File: src/cw_bus_pkg.sv
package cw_bus_pkg;

   // Register bus widths
   localparam int ADDR_W = 6;
   localparam int DATA_W = 8;

   // Address map
   localparam logic [ADDR_W-1:0] ADDR_TRIG_SEL      = 6'd1;
   localparam logic [ADDR_W-1:0] ADDR_IO_CTRL       = 6'd2;
   localparam logic [ADDR_W-1:0] ADDR_GLITCH_OFFSET = 6'd3;
   localparam logic [ADDR_W-1:0] ADDR_GLITCH_WIDTH  = 6'd4;
   localparam logic [ADDR_W-1:0] ADDR_GLITCH_COUNT  = 6'd5; // Read only

   // One register bus cycle as seen by the register blocks.
   // Write is a single cycle strobe, read stays high for the whole
   // USB read so the blocks can present data combinationally
   typedef struct packed {
      logic [ADDR_W-1:0] addr;
      logic [DATA_W-1:0] wdata;
      logic              write;   // 1-cycle strobe
      logic              read;    // Level during read
   } reg_bus_t;

endpackage

File: src/cw_target_pkg.sv
package cw_target_pkg;

   // Number of target I/O lines usable as trigger sources
   localparam int TARGET_IO_W = 4;

   // Trigger select register, use_io1 sits in bit 0
   typedef struct packed {
      logic [2:0] spare;
      logic       mode_and;   // 0 = OR, 1 = AND of selected lines
      logic       use_io4;
      logic       use_io3;
      logic       use_io2;
      logic       use_io1;
   } trig_sel_t;

   // Target pin control register, enable_avrprog sits in bit 0
   typedef struct packed {
      logic [3:0] spare;
      logic       nrst_value;        // Level driven on nRST when enabled
      logic       enable_nrst;
      logic       target_power_off;
      logic       enable_avrprog;    // USB SPI owns the programming pins
   } io_ctrl_t;

   // Glitch configuration, both fields in clock cycles
   typedef struct packed {
      logic [7:0] offset;
      logic [7:0] width;
   } glitch_cfg_t;

endpackage

File: src/usb_reg_fsm.sv
`timescale 1ns/100ps

module usb_reg_fsm (
   input  logic                          clk_usb_buf,
   input  logic                          rst_n_i,
   input  logic [7:0]                    usb_addr_i,
   input  logic [cw_bus_pkg::DATA_W-1:0] usb_data_i,
   input  logic                          usb_ale_n_i,
   input  logic                          usb_rd_n_i,
   input  logic                          usb_wr_n_i,
   input  logic                          usb_ce_n_i,
   input  logic [cw_bus_pkg::DATA_W-1:0] rdata_i,
   output logic [cw_bus_pkg::DATA_W-1:0] usb_data_o,
   output logic                          usb_data_oe_o,
   output cw_bus_pkg::reg_bus_t          reg_bus_o
);
   import cw_bus_pkg::*;

   typedef enum logic [1:0] {
      IDLE,
      WRITE,
      WRITE_HOLD,
      READ
   } state_t;

   state_t            state_q;
   state_t            state_d;
   logic [ADDR_W-1:0] addr_q;
   logic [DATA_W-1:0] wdata_q;
   logic [DATA_W-1:0] rdata_q;
   logic              wr_req;
   logic              rd_req;

   assign wr_req = ~usb_wr_n_i & ~usb_ce_n_i;
   assign rd_req = ~usb_rd_n_i & ~usb_ce_n_i;

   always_comb begin
      state_d = state_q;
      case (state_q)
         IDLE: begin
            if (wr_req)
               state_d = WRITE;      // Write wins if both strobes are low
            else if (rd_req)
               state_d = READ;
         end
         WRITE:      state_d = usb_wr_n_i ? IDLE : WRITE_HOLD;
         WRITE_HOLD: state_d = usb_wr_n_i ? IDLE : WRITE_HOLD; // Wait out the low period
         READ:       state_d = rd_req ? READ : IDLE;
         default:    state_d = IDLE;
      endcase
   end

   always_ff @(posedge clk_usb_buf or negedge rst_n_i) begin
      if (!rst_n_i)
         state_q <= IDLE;
      else
         state_q <= state_d;
   end

   // Address, write data and read data latches
   always_ff @(posedge clk_usb_buf) begin
      if (!usb_ale_n_i)
         addr_q <= usb_addr_i[ADDR_W-1:0]; // Upper address bits unused
      if (state_q == IDLE && wr_req)
         wdata_q <= usb_data_i;
      if (state_q == READ)
         rdata_q <= rdata_i;
   end

   always_comb begin
      reg_bus_o.addr  = addr_q;
      reg_bus_o.wdata = wdata_q;
      reg_bus_o.write = (state_q == WRITE);
      reg_bus_o.read  = (state_q == READ);
   end

   assign usb_data_o    = rdata_q;
   assign usb_data_oe_o = (state_q == READ);

endmodule

File: src/reg_target_io.sv
`timescale 1ns/100ps

module reg_target_io (
   input  logic                                  clk_usb_buf,
   input  logic                                  rst_n_i,
   input  cw_bus_pkg::reg_bus_t                  reg_bus_i,
   input  logic [cw_target_pkg::TARGET_IO_W-1:0] target_io_i,
   output logic [cw_bus_pkg::DATA_W-1:0]         rdata_o,
   output logic                                  trigger_o,
   output cw_target_pkg::io_ctrl_t               io_ctrl_o
);
   import cw_bus_pkg::*;
   import cw_target_pkg::*;

   trig_sel_t              trig_sel_q;
   io_ctrl_t               io_ctrl_q;
   logic [TARGET_IO_W-1:0] sel;
   logic [TARGET_IO_W-1:0] hit;
   logic                   trig_comb;
   logic                   trig_q;

   assign sel = {trig_sel_q.use_io4, trig_sel_q.use_io3,
                 trig_sel_q.use_io2, trig_sel_q.use_io1};
   assign hit = sel & target_io_i;

   // Nothing selected never triggers, even in AND mode
   always_comb begin
      if (sel == '0)
         trig_comb = 1'b0;
      else if (trig_sel_q.mode_and)
         trig_comb = (hit == sel);
      else
         trig_comb = |hit;
   end

   always_ff @(posedge clk_usb_buf or negedge rst_n_i) begin
      if (!rst_n_i) begin
         trig_sel_q <= '0;
         io_ctrl_q  <= '0;
         trig_q     <= 1'b0;
      end else begin
         trig_q <= trig_comb;
         if (reg_bus_i.write) begin
            case (reg_bus_i.addr)
               ADDR_TRIG_SEL: trig_sel_q <= trig_sel_t'(reg_bus_i.wdata);
               ADDR_IO_CTRL:  io_ctrl_q  <= io_ctrl_t'(reg_bus_i.wdata);
               default:       ;
            endcase
         end
      end
   end

   // Read mux, zero unless one of our addresses is being read
   always_comb begin
      rdata_o = '0;
      if (reg_bus_i.read) begin
         case (reg_bus_i.addr)
            ADDR_TRIG_SEL: rdata_o = trig_sel_q;
            ADDR_IO_CTRL:  rdata_o = io_ctrl_q;
            default:       rdata_o = '0;
         endcase
      end
   end

   assign trigger_o = trig_q;
   assign io_ctrl_o = io_ctrl_q;

endmodule

File: src/glitch_timer.sv
`timescale 1ns/100ps

module glitch_timer (
   input  logic                          clk_usb_buf,
   input  logic                          rst_n_i,
   input  cw_bus_pkg::reg_bus_t          reg_bus_i,
   input  logic                          trigger_i,
   output logic [cw_bus_pkg::DATA_W-1:0] rdata_o,
   output logic                          glitch_o
);
   import cw_bus_pkg::*;
   import cw_target_pkg::*;

   typedef enum logic [1:0] {
      PH_IDLE,
      PH_OFFSET,
      PH_WIDTH
   } phase_t;

   glitch_cfg_t       cfg_q;
   phase_t            phase_q;
   logic [DATA_W-1:0] cnt_q;     // Shared down-counter for both phases
   logic [DATA_W-1:0] count_q;   // Completed pulses
   logic              trig_d;
   logic              trig_rise;

   assign trig_rise = trigger_i & ~trig_d;

   always_ff @(posedge clk_usb_buf or negedge rst_n_i) begin
      if (!rst_n_i) begin
         cfg_q   <= '0;
         phase_q <= PH_IDLE;
         cnt_q   <= '0;
         count_q <= '0;
         trig_d  <= 1'b0;
      end else begin
         trig_d <= trigger_i;
         if (reg_bus_i.write) begin
            case (reg_bus_i.addr)
               ADDR_GLITCH_OFFSET: cfg_q.offset <= reg_bus_i.wdata;
               ADDR_GLITCH_WIDTH:  cfg_q.width  <= reg_bus_i.wdata;
               default:            ;
            endcase
         end
         case (phase_q)
            PH_IDLE: begin
               // Edges are only taken here, so retriggers are ignored
               if (trig_rise && cfg_q.width != '0) begin
                  if (cfg_q.offset <= 8'd1) begin
                     phase_q <= PH_WIDTH;  // Pulse starts in the next cycle
                     cnt_q   <= cfg_q.width - 8'd1;
                  end else begin
                     phase_q <= PH_OFFSET;
                     cnt_q   <= cfg_q.offset - 8'd2;
                  end
               end
            end
            PH_OFFSET: begin
               if (cnt_q != '0)
                  cnt_q <= cnt_q - 8'd1;
               else if (cfg_q.width == '0)
                  phase_q <= PH_IDLE;      // Width cleared while pending
               else begin
                  phase_q <= PH_WIDTH;
                  cnt_q   <= cfg_q.width - 8'd1;
               end
            end
            PH_WIDTH: begin
               if (cnt_q != '0)
                  cnt_q <= cnt_q - 8'd1;
               else begin
                  phase_q <= PH_IDLE;
                  count_q <= count_q + 8'd1; // Wraps at 8 bits
               end
            end
            default: phase_q <= PH_IDLE;
         endcase
      end
   end

   always_comb begin
      rdata_o = '0;
      if (reg_bus_i.read) begin
         case (reg_bus_i.addr)
            ADDR_GLITCH_OFFSET: rdata_o = cfg_q.offset;
            ADDR_GLITCH_WIDTH:  rdata_o = cfg_q.width;
            ADDR_GLITCH_COUNT:  rdata_o = count_q;
            default:            rdata_o = '0;
         endcase
      end
   end

   assign glitch_o = (phase_q == PH_WIDTH);

endmodule

File: src/target_pin_mux.sv
`timescale 1ns/100ps

module target_pin_mux (
   input  cw_target_pkg::io_ctrl_t io_ctrl_i,
   input  logic                    usb_treset_i,
   input  logic                    usb_spi_mosi_i,
   input  logic                    usb_spi_sck_i,
   input  logic                    target_miso_i,
   input  logic                    ext_miso_i,
   output logic                    target_nrst_o,
   output logic                    target_nrst_oe_o,
   output logic                    target_mosi_o,
   output logic                    target_sck_o,
   output logic                    target_spi_oe_o,
   output logic                    usb_spi_miso_o,
   output logic                    target_power_off_o
);
   import cw_target_pkg::*;

   logic powered;
   logic nrst_val;

   assign powered = ~io_ctrl_i.target_power_off;

   // Programmer reset has priority over the register-driven level
   assign nrst_val = io_ctrl_i.enable_avrprog ? usb_treset_i : io_ctrl_i.nrst_value;

   assign target_nrst_oe_o = powered & (io_ctrl_i.enable_avrprog | io_ctrl_i.enable_nrst);
   assign target_spi_oe_o  = powered & io_ctrl_i.enable_avrprog;

   // Values read as 0 whenever the pin is not driven
   assign target_nrst_o = target_nrst_oe_o & nrst_val;
   assign target_mosi_o = target_spi_oe_o & usb_spi_mosi_i;
   assign target_sck_o  = target_spi_oe_o & usb_spi_sck_i;

   assign usb_spi_miso_o     = io_ctrl_i.enable_avrprog ? target_miso_i : ext_miso_i;
   assign target_power_off_o = io_ctrl_i.target_power_off;

endmodule

File: src/cw_lite_core.sv
`timescale 1ns/100ps

module cw_lite_core (
   input  logic                                  clk_usb_buf,
   input  logic                                  rst_n_i,
   input  logic [7:0]                            usb_addr_i,
   input  logic [cw_bus_pkg::DATA_W-1:0]         usb_data_i,
   input  logic                                  usb_ale_n_i,
   input  logic                                  usb_rd_n_i,
   input  logic                                  usb_wr_n_i,
   input  logic                                  usb_ce_n_i,
   output logic [cw_bus_pkg::DATA_W-1:0]         usb_data_o,
   output logic                                  usb_data_oe_o,
   input  logic [cw_target_pkg::TARGET_IO_W-1:0] target_io_i,
   input  logic                                  usb_treset_i,
   input  logic                                  usb_spi_mosi_i,
   input  logic                                  usb_spi_sck_i,
   input  logic                                  target_miso_i,
   input  logic                                  ext_miso_i,
   output logic                                  target_nrst_o,
   output logic                                  target_nrst_oe_o,
   output logic                                  target_mosi_o,
   output logic                                  target_sck_o,
   output logic                                  target_spi_oe_o,
   output logic                                  usb_spi_miso_o,
   output logic                                  target_power_off_o,
   output logic                                  trigger_out_o,
   output logic                                  glitch_out_o
);

   cw_bus_pkg::reg_bus_t                  reg_bus;
   cw_target_pkg::io_ctrl_t               io_ctrl;
   logic [cw_bus_pkg::DATA_W-1:0]         rdata_tio;
   logic [cw_bus_pkg::DATA_W-1:0]         rdata_glitch;
   logic                                  trigger;

   usb_reg_fsm usb_reg_fsm_i (
      .clk_usb_buf   (clk_usb_buf),
      .rst_n_i       (rst_n_i),
      .usb_addr_i    (usb_addr_i),
      .usb_data_i    (usb_data_i),
      .usb_ale_n_i   (usb_ale_n_i),
      .usb_rd_n_i    (usb_rd_n_i),
      .usb_wr_n_i    (usb_wr_n_i),
      .usb_ce_n_i    (usb_ce_n_i),
      .rdata_i       (rdata_tio | rdata_glitch), // Unselected blocks return 0
      .usb_data_o    (usb_data_o),
      .usb_data_oe_o (usb_data_oe_o),
      .reg_bus_o     (reg_bus)
   );

   reg_target_io reg_target_io_i (
      .clk_usb_buf (clk_usb_buf),
      .rst_n_i     (rst_n_i),
      .reg_bus_i   (reg_bus),
      .target_io_i (target_io_i),
      .rdata_o     (rdata_tio),
      .trigger_o   (trigger),
      .io_ctrl_o   (io_ctrl)
   );

   glitch_timer glitch_timer_i (
      .clk_usb_buf (clk_usb_buf),
      .rst_n_i     (rst_n_i),
      .reg_bus_i   (reg_bus),
      .trigger_i   (trigger),
      .rdata_o     (rdata_glitch),
      .glitch_o    (glitch_out_o)
   );

   target_pin_mux target_pin_mux_i (
      .io_ctrl_i          (io_ctrl),
      .usb_treset_i       (usb_treset_i),
      .usb_spi_mosi_i     (usb_spi_mosi_i),
      .usb_spi_sck_i      (usb_spi_sck_i),
      .target_miso_i      (target_miso_i),
      .ext_miso_i         (ext_miso_i),
      .target_nrst_o      (target_nrst_o),
      .target_nrst_oe_o   (target_nrst_oe_o),
      .target_mosi_o      (target_mosi_o),
      .target_sck_o       (target_sck_o),
      .target_spi_oe_o    (target_spi_oe_o),
      .usb_spi_miso_o     (usb_spi_miso_o),
      .target_power_off_o (target_power_off_o)
   );

   assign trigger_out_o = trigger;

endmodule

File: config.mk
export PLATFORM = sky130hd
export DESIGN_NAME = cw_lite_core
export DESIGN_NICKNAME = d
export VERILOG_FILES = /design/src/cw_bus_pkg.sv /design/src/cw_target_pkg.sv /design/src/usb_reg_fsm.sv /design/src/reg_target_io.sv /design/src/glitch_timer.sv /design/src/target_pin_mux.sv /design/src/cw_lite_core.sv
export SDC_FILE = /design/constraint.sdc
export NUM_CORES = 1
export LEC_CHECK = 0
export ABC_CLOCK_PERIOD_IN_PS = 2400
export CAP_MARGIN = 0
export CORE_UTILIZATION = 55
export CTS_CLUSTER_SIZE = 14
export DETAILED_ROUTE_END_ITERATION = 16
export DONT_BUFFER_PORTS = 1
export PLACE_DENSITY = 0.79
export SKIP_CTS_REPAIR_TIMING = 1
export SLEW_MARGIN = 20
export SYNTH_ARGS = -nofsm -noshare
export SYNTH_HDL_FRONTEND = slang
export SYNTH_SLANG_ARGS = --single-unit
File: constraint.sdc
create_clock -name clk_usb_buf -period 2.4 [get_ports clk_usb_buf]
set_input_delay 0.24 -clock clk_usb_buf [delete_from_list [all_inputs] [get_ports clk_usb_buf]]
set_output_delay 0.24 -clock clk_usb_buf [all_outputs]
set_load 0.01 [all_outputs]
== Word level (Yosys, flattened, before mapping) ==
Index checks and enable logic that the tools add are counted.
Cells by class
  reduce and logical (&&, ||, !) cells: 18
  add/sub/neg operators: 4
  order comparisons: 1
  bitwise operators: 17
  eq/ne operators: 17
  mux-type cells: 25
Operators with widths (number)
  $mux W8: 7
  $pmux W8 S3: 2
  $mux W2: 9
  $pmux W8 S2: 1
  $reduce_bool A8 Y1: 2
  $sub A8 B1 Y8 const B: 2
  $eq A6 B2 Y1 const B: 2
  $eq A6 B3 Y1 const B: 2
  $pmux W2 S3: 2
  $reduce_and A2 Y1: 5
  $add A8 B1 Y8 const B: 1
  $and A1 B1 Y1: 8
  $le A8 B1 Y1 const B: 1
  $logic_not A8 Y1: 1
  $or A8 B8 Y8: 1
  $sub A8 B2 Y8 const B: 1
  $eq A2 B2 Y1 const B: 3
  $eq A6 B1 Y1 const B: 1
  $not A1 Y1: 6
  $and A4 B4 Y4: 1
  $eq A2 B1 Y1 const B: 2
  $eq A4 B4 Y1: 1
  $logic_not A2 Y1: 2
  $logic_not A4 Y1: 1
  12 further kinds: 18
Word-level totals
  word-level logic and storage cells: 104
  input port bits: 31
  output and inout port bits: 18
  flip-flop bits (word level): 76

== Longest topological paths before layout ==
Gate-level depths: netlist of the first run.
  word-level depth: 5
  mapped depth: 8
  gate-level depth less buffers: 7

== Cells and area by module ==
Synthesis of the first run repeated with hierarchy kept, for this count alone.
Second synthesis, totals
  cells, all modules: 352
  area, all modules: 4088.9 um^2
By module, submodules not included
  glitch_timer: area an instance 2208.4 um^2, instances 1, cells an instance 225, seq. area each 875.8 um^2
  reg_target_io: area an instance 904.6 um^2, instances 1, cells an instance 67, seq. area each 425.4 um^2
  usb_reg_fsm: area an instance 857.1 um^2, instances 1, cells an instance 42, seq. area each 710.7 um^2
  target_pin_mux: area an instance 68.8 um^2, instances 1, cells an instance 10, seq. area each 0.0 um^2
  cw_lite_core: area an instance 50.0 um^2, instances 1, cells an instance 8, seq. area each 0.0 um^2

== Least setup slack after synthesis of the first run ==
OpenSTA, ideal clock, no wires.
  kind: reg2reg
  start: register usb_reg_fsm_i.addr_q[3]
  end: register glitch_timer_i.cfg_q[0] (netlist name)
  arrival: 2.072 ns
  slack: 0.203 ns
  setup time: 0.125 ns
  stages on the path, launching flop included: 7
  data required time: 2.275 ns
  path buffers: 2
  clock period less this slack: 2.197 ns
  cells stage by stage: edfxtp_1 -> or3_4 -> or3b_1 -> buf_6 -> or3b_4 -> buf_6 -> mux2_4
Between the ends
  word-level cells in the longest chain between the ends: 2
RTL lines
  start, declared: RTL line usb_reg_fsm.sv:28  | logic [ADDR_W-1:0] addr_q;
  start signal, assigned: RTL line usb_reg_fsm.sv:63  | addr_q <= usb_addr_i[ADDR_W-1:0];
  $eq A6 B3 Y1: RTL line glitch_timer.sv:39  | case (reg_bus_i.addr)
  $reduce_and A2 Y1 (no line)
  end, declared: RTL line glitch_timer.sv:20  | glitch_cfg_t cfg_q;
Every way passes these cells.
A chain may end at the register's enable or synchronous reset.

== Worst setup path in the final report of the first run ==
  start: register glitch_timer_i.cnt_q[0]
  end: register glitch_timer_i.count_q[6]
Between the ends
  word-level cells in the longest chain between the ends: 3
RTL lines
  start, declared: RTL line glitch_timer.sv:22  | logic [DATA_W-1:0] cnt_q;
  start signal, assigned: RTL line glitch_timer.sv:51  | cnt_q <= cfg_q.width - 8'd1;
  start signal, assigned: RTL line glitch_timer.sv:54  | cnt_q <= cfg_q.offset - 8'd2;
  start signal, assigned: RTL line glitch_timer.sv:60  | cnt_q <= cnt_q - 8'd1;
  $reduce_bool A8 Y1: RTL line glitch_timer.sv:69  | if (cnt_q != '0)
  $not A1 Y1 (no line)
  $reduce_and A2 Y1 (no line)
  end signal, assigned: RTL line glitch_timer.sv:73  | count_q <= count_q + 8'd1;
  end, declared: RTL line glitch_timer.sv:23  | logic [DATA_W-1:0] count_q;
Every way passes these cells.

==> metrics.md, run 1 <==
| Metric | Value |
|---|---|
| Die width | `89.6 um` |
| Routability Congestion | `0.871` |
| Worst VDD drop | `approximately 0.54 mV` |
| Seq/Total Area, Yosys | `47.6%` |
| Diodes inserted | `0` |
| Syn_nets | `430` |
| Critical setup path kind | `flop to flop` |
| Vias in the first global route | `roughly 2900` |
| DP HPWL | `6560 um` |
| Clock Skews | `approximately 0.012 ns` |
| Post-DR wirelength/cell | `between 15 and 20 um` |
| Final Hold Viols | `0` |
| DR DRC count | `0` |
| Slew headroom | `a little under 50%` |
| Initial antenna violation count | `0` |
| Average size of a mapped cell | `11.0 um^2` |
| Io pins | `a little under 50` |
| Total track usage | `24.4%` |
| Critical path data required time | `2.63 ns` |
| First-pass GRT wire length | `roughly 14000 um` |
| Unique masters post-synth | `57` |
| Most frequent cells in the layout | `54 x dfrtp_1, 30 x nor2_1, 26 x mux2_2` |
| Max-cap violations | `0` |
| Row Count | `31` |
| CTS root buf | `clkbuf_8` |
| Die area | `8030 um^2` |
| EDFF count, synth | `22` |
| Clock Sinks | `76` |
| Total negative slack for setup checks | `0 ns` |
| CP Launch Type | `flop` |
| H-tree Lvls | `3` |
| Post-synth top area cell | `dfrtp_1` |
| Share of the synthesized area in the top cell type | `32.0%` |
| Data arrival, critical path | `2.40 ns` |
| TritonCTS clock tree | `built` |
| NumNets Final | `457` |
| Fmax achieved | `~460 MHz` |
| Layout cells sized above 1 | `between 10% and 20%` |
| Largest net degree at the start of global routing | `55` |
| Fin crit period | `2.17 ns` |
| Commonest non-fill, non-tap cell in the layout | `dfrtp_1` |
| Cell area after synthesis | `4220 um^2` |
| Vias | `3085` |
| Clk Latency, worst-skew pair | `roughly 0.35 ns` |
| Period utilization | `90.4%` |
| Routed Antenna Nets | `0` |
| Dpl ws | `between 0.15 and 0.2 ns` |
| Async SR Flop Fraction | `71.1%` |
| Port bufs | `0` |
| Worst-margin pin slew | `0.772 ns` |
| Cts bufs inserted | `9` |
| Pwr/cell area | `1120 nW/um^2` |
| HP Class | `primary input to flop` |
| Status | `finished clean` |
| RSZ-0062 raised after global routing | `no` |
| Yosys warning count | `0` |
| Synth-to-Final Area Change | `12.1%` |
| Main area contributors after synthesis | `dfrtp_1 32%, edfxtp_1 16%, mux2_2 6.9%` |
| Placed Area | `4370 um^2` |
| Main synth FF type | `dfrtp_1` |
| Design area | `4730 um^2` |
| #FFs+latches synth | `76` |
| Final setup margin | `0.230 ns` |
| Clock-pin slew on the worst setup and hold paths | `approximately 0.080 ns` |
| Chip Height | `89.6 um` |
| Core ar. | `7330 um^2` |
| Fin Hold WS | `~0.096 ns` |
| Starting Density | `57.6%` |
| DR vias/cell | `5.98` |
| Total Wirelength | `9120 um` |
| LEAKAGE | `0.00207 uW` |
| Grt ovf | `0` |
| Slew Limit Fails | `0` |
| Syn Inst Count | `385` |
| Critical Path Fanout Max | `6` |
| First DRT Iteration DRCs | `between 200 and 250` |
| Crit path capture type | `flop` |
| CTS max path bufs | `2` |
| Final-report setup violation count | `0` |
| Drt pass-1 iters | `5` |
[power by group]
part	internal, uW	total (uW)	switching (uW)
clock network	482	954	472
registers	1680	2090	411
logic	1030	2270	1250
total	3190	5320	2130
[logic make-up after synthesis]
kind of cell,count (synthesis),synth area share [%]
adder cells (fa/ha/maj),14,4.15
multiplexers,54,14.5
XOR/XNOR,16,3.32
AND/OR/NAND/NOR,116,15.0
buffers and inverters,33,3.38
AO/OA/AOI/OAI,76,12.0
flip-flops,76,47.6
[critical path, cell delays in order, from the launching register on]
cell     delay (ns)
dfrtp_1        0.43
inv_1          0.13
ha_1           0.17
or3b_2         0.52
nor3_4         0.18
nand4_1        0.16
or2_2          0.33
xnor2_1        0.13
[metal layers]
layer,share of wire [%],vias to the layer above,GRT usage [%]
met5,0,-,0
met4,2.3,0,10.4
met3,3.7,19,4.02
met2,47,90,38.1
met1,46,1511,33.9
li1,-,1465,-
[registers in the layout (all words and copies together), names as in the netlist]
signal and cells:
usb_reg_fsm_i.state_q 2, glitch_timer_i.cfg_q 16, reg_target_io_i.trig_sel_q 4, glitch_timer_i.phase_q 2
reg_target_io_i.sel 4, usb_reg_fsm_i.wdata_q 8, reg_target_io_i.trigger_o 1, glitch_timer_i.trig_d 1
usb_reg_fsm_i.addr_q 6, reg_target_io_i.io_ctrl_o 8, usb_reg_fsm_i.usb_data_o 8, glitch_timer_i.cnt_q 8
glitch_timer_i.count_q 8
[synth_stat cells (4+ instances only)]
| cell type | count |
|---|---|
| xnor2_1 | 11 |
| o211ai_1 | 5 |
| clkbuf_1 | 5 |
| xor2_1 | 5 |
| a21oi_1 | 12 |
| mux2_4 | 8 |
| nor3_1 | 6 |
| o21ai_0 | 21 |
| and2_1 | 5 |
| nor3b_1 | 4 |
| nor2_1 | 30 |
| ha_1 | 14 |
| mux2i_1 | 20 |
| nor4_1 | 4 |
| edfxtp_1 | 22 |
| nand2_1 | 23 |
| or3_1 | 4 |
| mux2_2 | 26 |
| o31ai_1 | 6 |
| dfrtp_1 | 54 |
| or4_1 | 4 |
| o21a_1 | 8 |
| inv_1 | 22 |
| nand3_1 | 13 |
[worst paths after layout]
| kind | start | end | slack, ns | cells past startpoint |
|---|---|---|---|---|
| max in group asynchronous | rst_n_i | glitch_timer_i.phase_q[1] | 1.75 | 2 |
| max | glitch_timer_i.cnt_q[0] | glitch_timer_i.count_q[6] | 0.23 | 7 |
| min | usb_ce_n_i | usb_reg_fsm_i.state_q[0] | 0.1 | 3 |
| max reg2reg | glitch_timer_i.cnt_q[0] | glitch_timer_i.count_q[6] | 0.23 | 7 |
| min in group asynchronous | rst_n_i | glitch_timer_i.count_q[0] | 0.39 | 2 |
| min reg2reg | reg_target_io_i.trigger_o | glitch_timer_i.trig_d | 0.49 | 0 |
[final cells by class]
cell class	count	area, um^2
clock buffer	12	135
multi-input combinational	276	2070
inverter	22	82.6
sequential	76	2010
timing repair buffer	27	260
fill	562	2600
clock inverter	4	51.3
tap	99	124
[per-stage QoR]
stage               total power, uW  cells  utilization [%]
finish                         5320    516             64.6
global route                   5690    516             64.6
CTS                            5260    500             62.2
detailed placement             4310    484             59.6
global placement               4220    484             59.6
floorplan                      3720    385                -
Note: power is estimated with default switching activity, not from simulation.
==> run 2, diff against run 1 <==
- CORE_ASPECT_RATIO: not set -> 0.9
==> run 2 against run 1 <==
Sequential share of layout area down 0.12 points. Wire length up 2.6%. Register-to-register slack worse by 0.04 ns. Combinational power about the same. Design area up 0.29%. Clock-buffer cell count down 1. Die area about the same. Sequential power about the same. Utilization up 1.2 points. Clock skew about the same. Largest cell class unchanged.
==> metrics.md, run 2 (synthesized netlist as in run 1, its figures left out) <==
| Metric | Value |
|---|---|
| First-pass GRT wire length | `14800 um` |
| Synth-to-Final Area Change | `12.4%` |
| Worst VDD drop | `0.668 mV` |
| H-tree Lvls | `3` |
| Data arrival, critical path | `2.43 ns` |
| Hold Path Stages | `3` |
| Critical Path Fanout Max | `6` |
| Clock Sinks | `76` |
| Worst path bufs/invs | `1` |
| NumNets Final | `about 460` |
| Drt pass-1 iters | `5` |
| Total Wirelength | `9360 um` |
| Vias | `3077` |
| Met2 Use GR | `about two fifths` |
| Slew Limit Fails | `0` |
| Clock-pin slew on the worst setup and hold paths | `0.08 ns` |
| Reg-to-reg startpoint | `glitch_timer_i.cnt_q[0]` |
| Slew headroom | `a little over three fifths` |
| Port bufs | `0` |
| Die area | `8040 um^2` |
| DR DRC count | `0` |
| Final Hold Viols | `0` |
| LEAKAGE | `about 0.0021 uW` |
| Clk Latency, worst-skew pair | `0.36 ns` |
| Total negative slack for setup checks | `0 ns` |
| Status | `finished clean` |
| M3 GR Usage | `under 10%` |
| Chip Height | `85.1 um` |
| Core ar. | `7220 um^2` |
| Row Count | `29` |
| Diodes inserted | `0` |
| Top delay family on crit path | `simple AND/OR/NAND/NOR gates` |
| Critical path data required time | `2.62 ns` |
| TritonCTS clock tree | `built` |
| Largest Register | `glitch_timer_i.cfg_q` |
| Layout cells sized above 1 | `17.0%` |
| RSZ-0062 raised after global routing | `no` |
| DR vias/cell | `6.02` |
| Initial antenna violation count | `0` |
| Busiest layer in global routing | `met2` |
| Clock Skews | `between 0.01 and 0.015 ns` |
| Routed Antenna Nets | `0` |
| Internal reg-to-reg setup slack | `0.19 ns` |
| Grt ovf | `0` |
| CP max stage delay | `0.52 ns` |
| Critical setup path kind | `flop to flop` |
| Fin crit period | `approximately 2.2 ns` |
| Vias in the first global route | `2948` |
| Fin Hold WS | `0.112 ns` |
| HP Start | `usb_ce_n_i` |
| Io pins | `49` |
| Max reg flops | `16` |
| Final-report setup violation count | `0` |
| CTS root buf | `clkbuf_8` |
| Crit path capture type | `flop` |
| Commonest non-fill, non-tap cell in the layout | `dfrtp_1` |
| Most frequent cells in the layout | `54 x dfrtp_1, 30 x nor2_1, 26 x mux2_2` |
| Post-DR wirelength/cell | `~18 um` |
| Max-cap violations | `0` |
| Routability Congestion | `about 0.90` |
| Die width | `94.4 um` |
| Worst reg2reg path depth | `7` |
| Met1 Use GR | `33.9%` |
| Slowest stage cell, crit path | `or3b_2` |
| FF-to-FF End | `glitch_timer_i.cnt_q[5]` |
| DP HPWL | `6510 um` |
| Starting Density | `58.5%` |
| Worst path cell trace | `inv_1 > ha_1 > or3b_2 > o21ai_0 > a22oi_1 > nor3_1 > o31ai_1` |
| HP Class | `primary input to flop` |
| Largest net degree at the start of global routing | `55` |
| Cts bufs inserted | `9` |
| WHS Endpoint | `usb_reg_fsm_i.state_q[0]` |
| Pwr/cell area | `~1100 nW/um^2` |
| Period utilization | `~92%` |
| Fmax achieved | `452 MHz` |
| CTS max path bufs | `2` |
| Total track usage | `24.7%` |
| CP Launch Type | `flop` |
| First DRT Iteration DRCs | `222` |
| Worst-margin pin slew | `0.559 ns` |
==> run 2: changes by cell type in the layout (fill, tap and decap cells not counted) <==
cell	delta
inv_6	+1
clkbuf_8	+1
o21ai_0	+1
clkbuf_1	-2
clkinvlp_4	-1
buf_4	+1
inv_4	+1
o21ai_1	-1
==> run 2: worst max-delay path by stage <==
stage | from | to | slack, ns | depth (start not counted)
floorplan | usb_reg_fsm_i.addr_q[3] | glitch_timer_i.cfg_q[0] | 0.20 | 6
global placement | glitch_timer_i.cfg_q[3] | glitch_timer_i.cnt_q[7] | 0.24 | 5
detailed placement | glitch_timer_i.cnt_q[0] | glitch_timer_i.count_q[6] | 0.23 | 7
CTS | glitch_timer_i.cnt_q[0] | glitch_timer_i.cnt_q[6] | 0.21 | 7
global route | glitch_timer_i.cnt_q[0] | glitch_timer_i.cnt_q[6] | 0.05 | 7
finish | glitch_timer_i.cnt_q[0] | glitch_timer_i.cnt_q[5] | 0.19 | 7
==> run 2: final cells by class <==
cell class / count / area [um^2]
Clock buffer: 11 / 141
Clock inverter: 5 / 58.8
Fill cell: 545 / 2470
Inverter: 22 / 82.6
Multi-Input combinational cell: 276 / 2070
Sequential cell: 76 / 2010
Tap cell: 93 / 116
Timing Repair Buffer: 28 / 268
==> run 2: routing by layer <==
layer  routed length [um]  vias to the layer above  part of all wire (%)
li1                     -                     1462                     -
met5                    0                        -                     0
met3                  523                       20                   5.6
met1                 4290                     1496                    46
met2                 4350                       99                    46
met4                  198                        0                   2.1
==> run 2: stage by stage <==
| step | utilization, % | setup WS [ns] | std cells | cell area (um^2) | power [uW] |
|---|---|---|---|---|---|
| 6_report | 65.8 | 0.190 | 511 | 4750 | 5380 |
| 5_1_grt | 65.8 | 0.0451 | 511 | 4750 | 5760 |
| 4_1_cts | 63.3 | 0.211 | 495 | 4570 | 5320 |
| 3_5_place_dp | 60.5 | 0.231 | 479 | 4370 | 4310 |
| 3_3_place_gp | 60.5 | 0.235 | 479 | 4370 | 4250 |
| 2_1_floorplan | - | 0.203 | 385 | 4220 | 3720 |
==> run 2: report_power, final <==
| part | internal, uW | switching, uW |
|---|---|---|
| Combinational | 1030 | 1270 |
| Clock | 513 | 487 |
| Sequential | 1680 | 403 |
==> run 2: worst register-to-register path: stages (launching register included) <==
cell     delay [ns]
dfrtp_1        0.44
inv_1          0.13
ha_1           0.18
or3b_2         0.52
o21ai_0        0.40
a22oi_1        0.12
nor3_1         0.20
o31ai_1        0.09
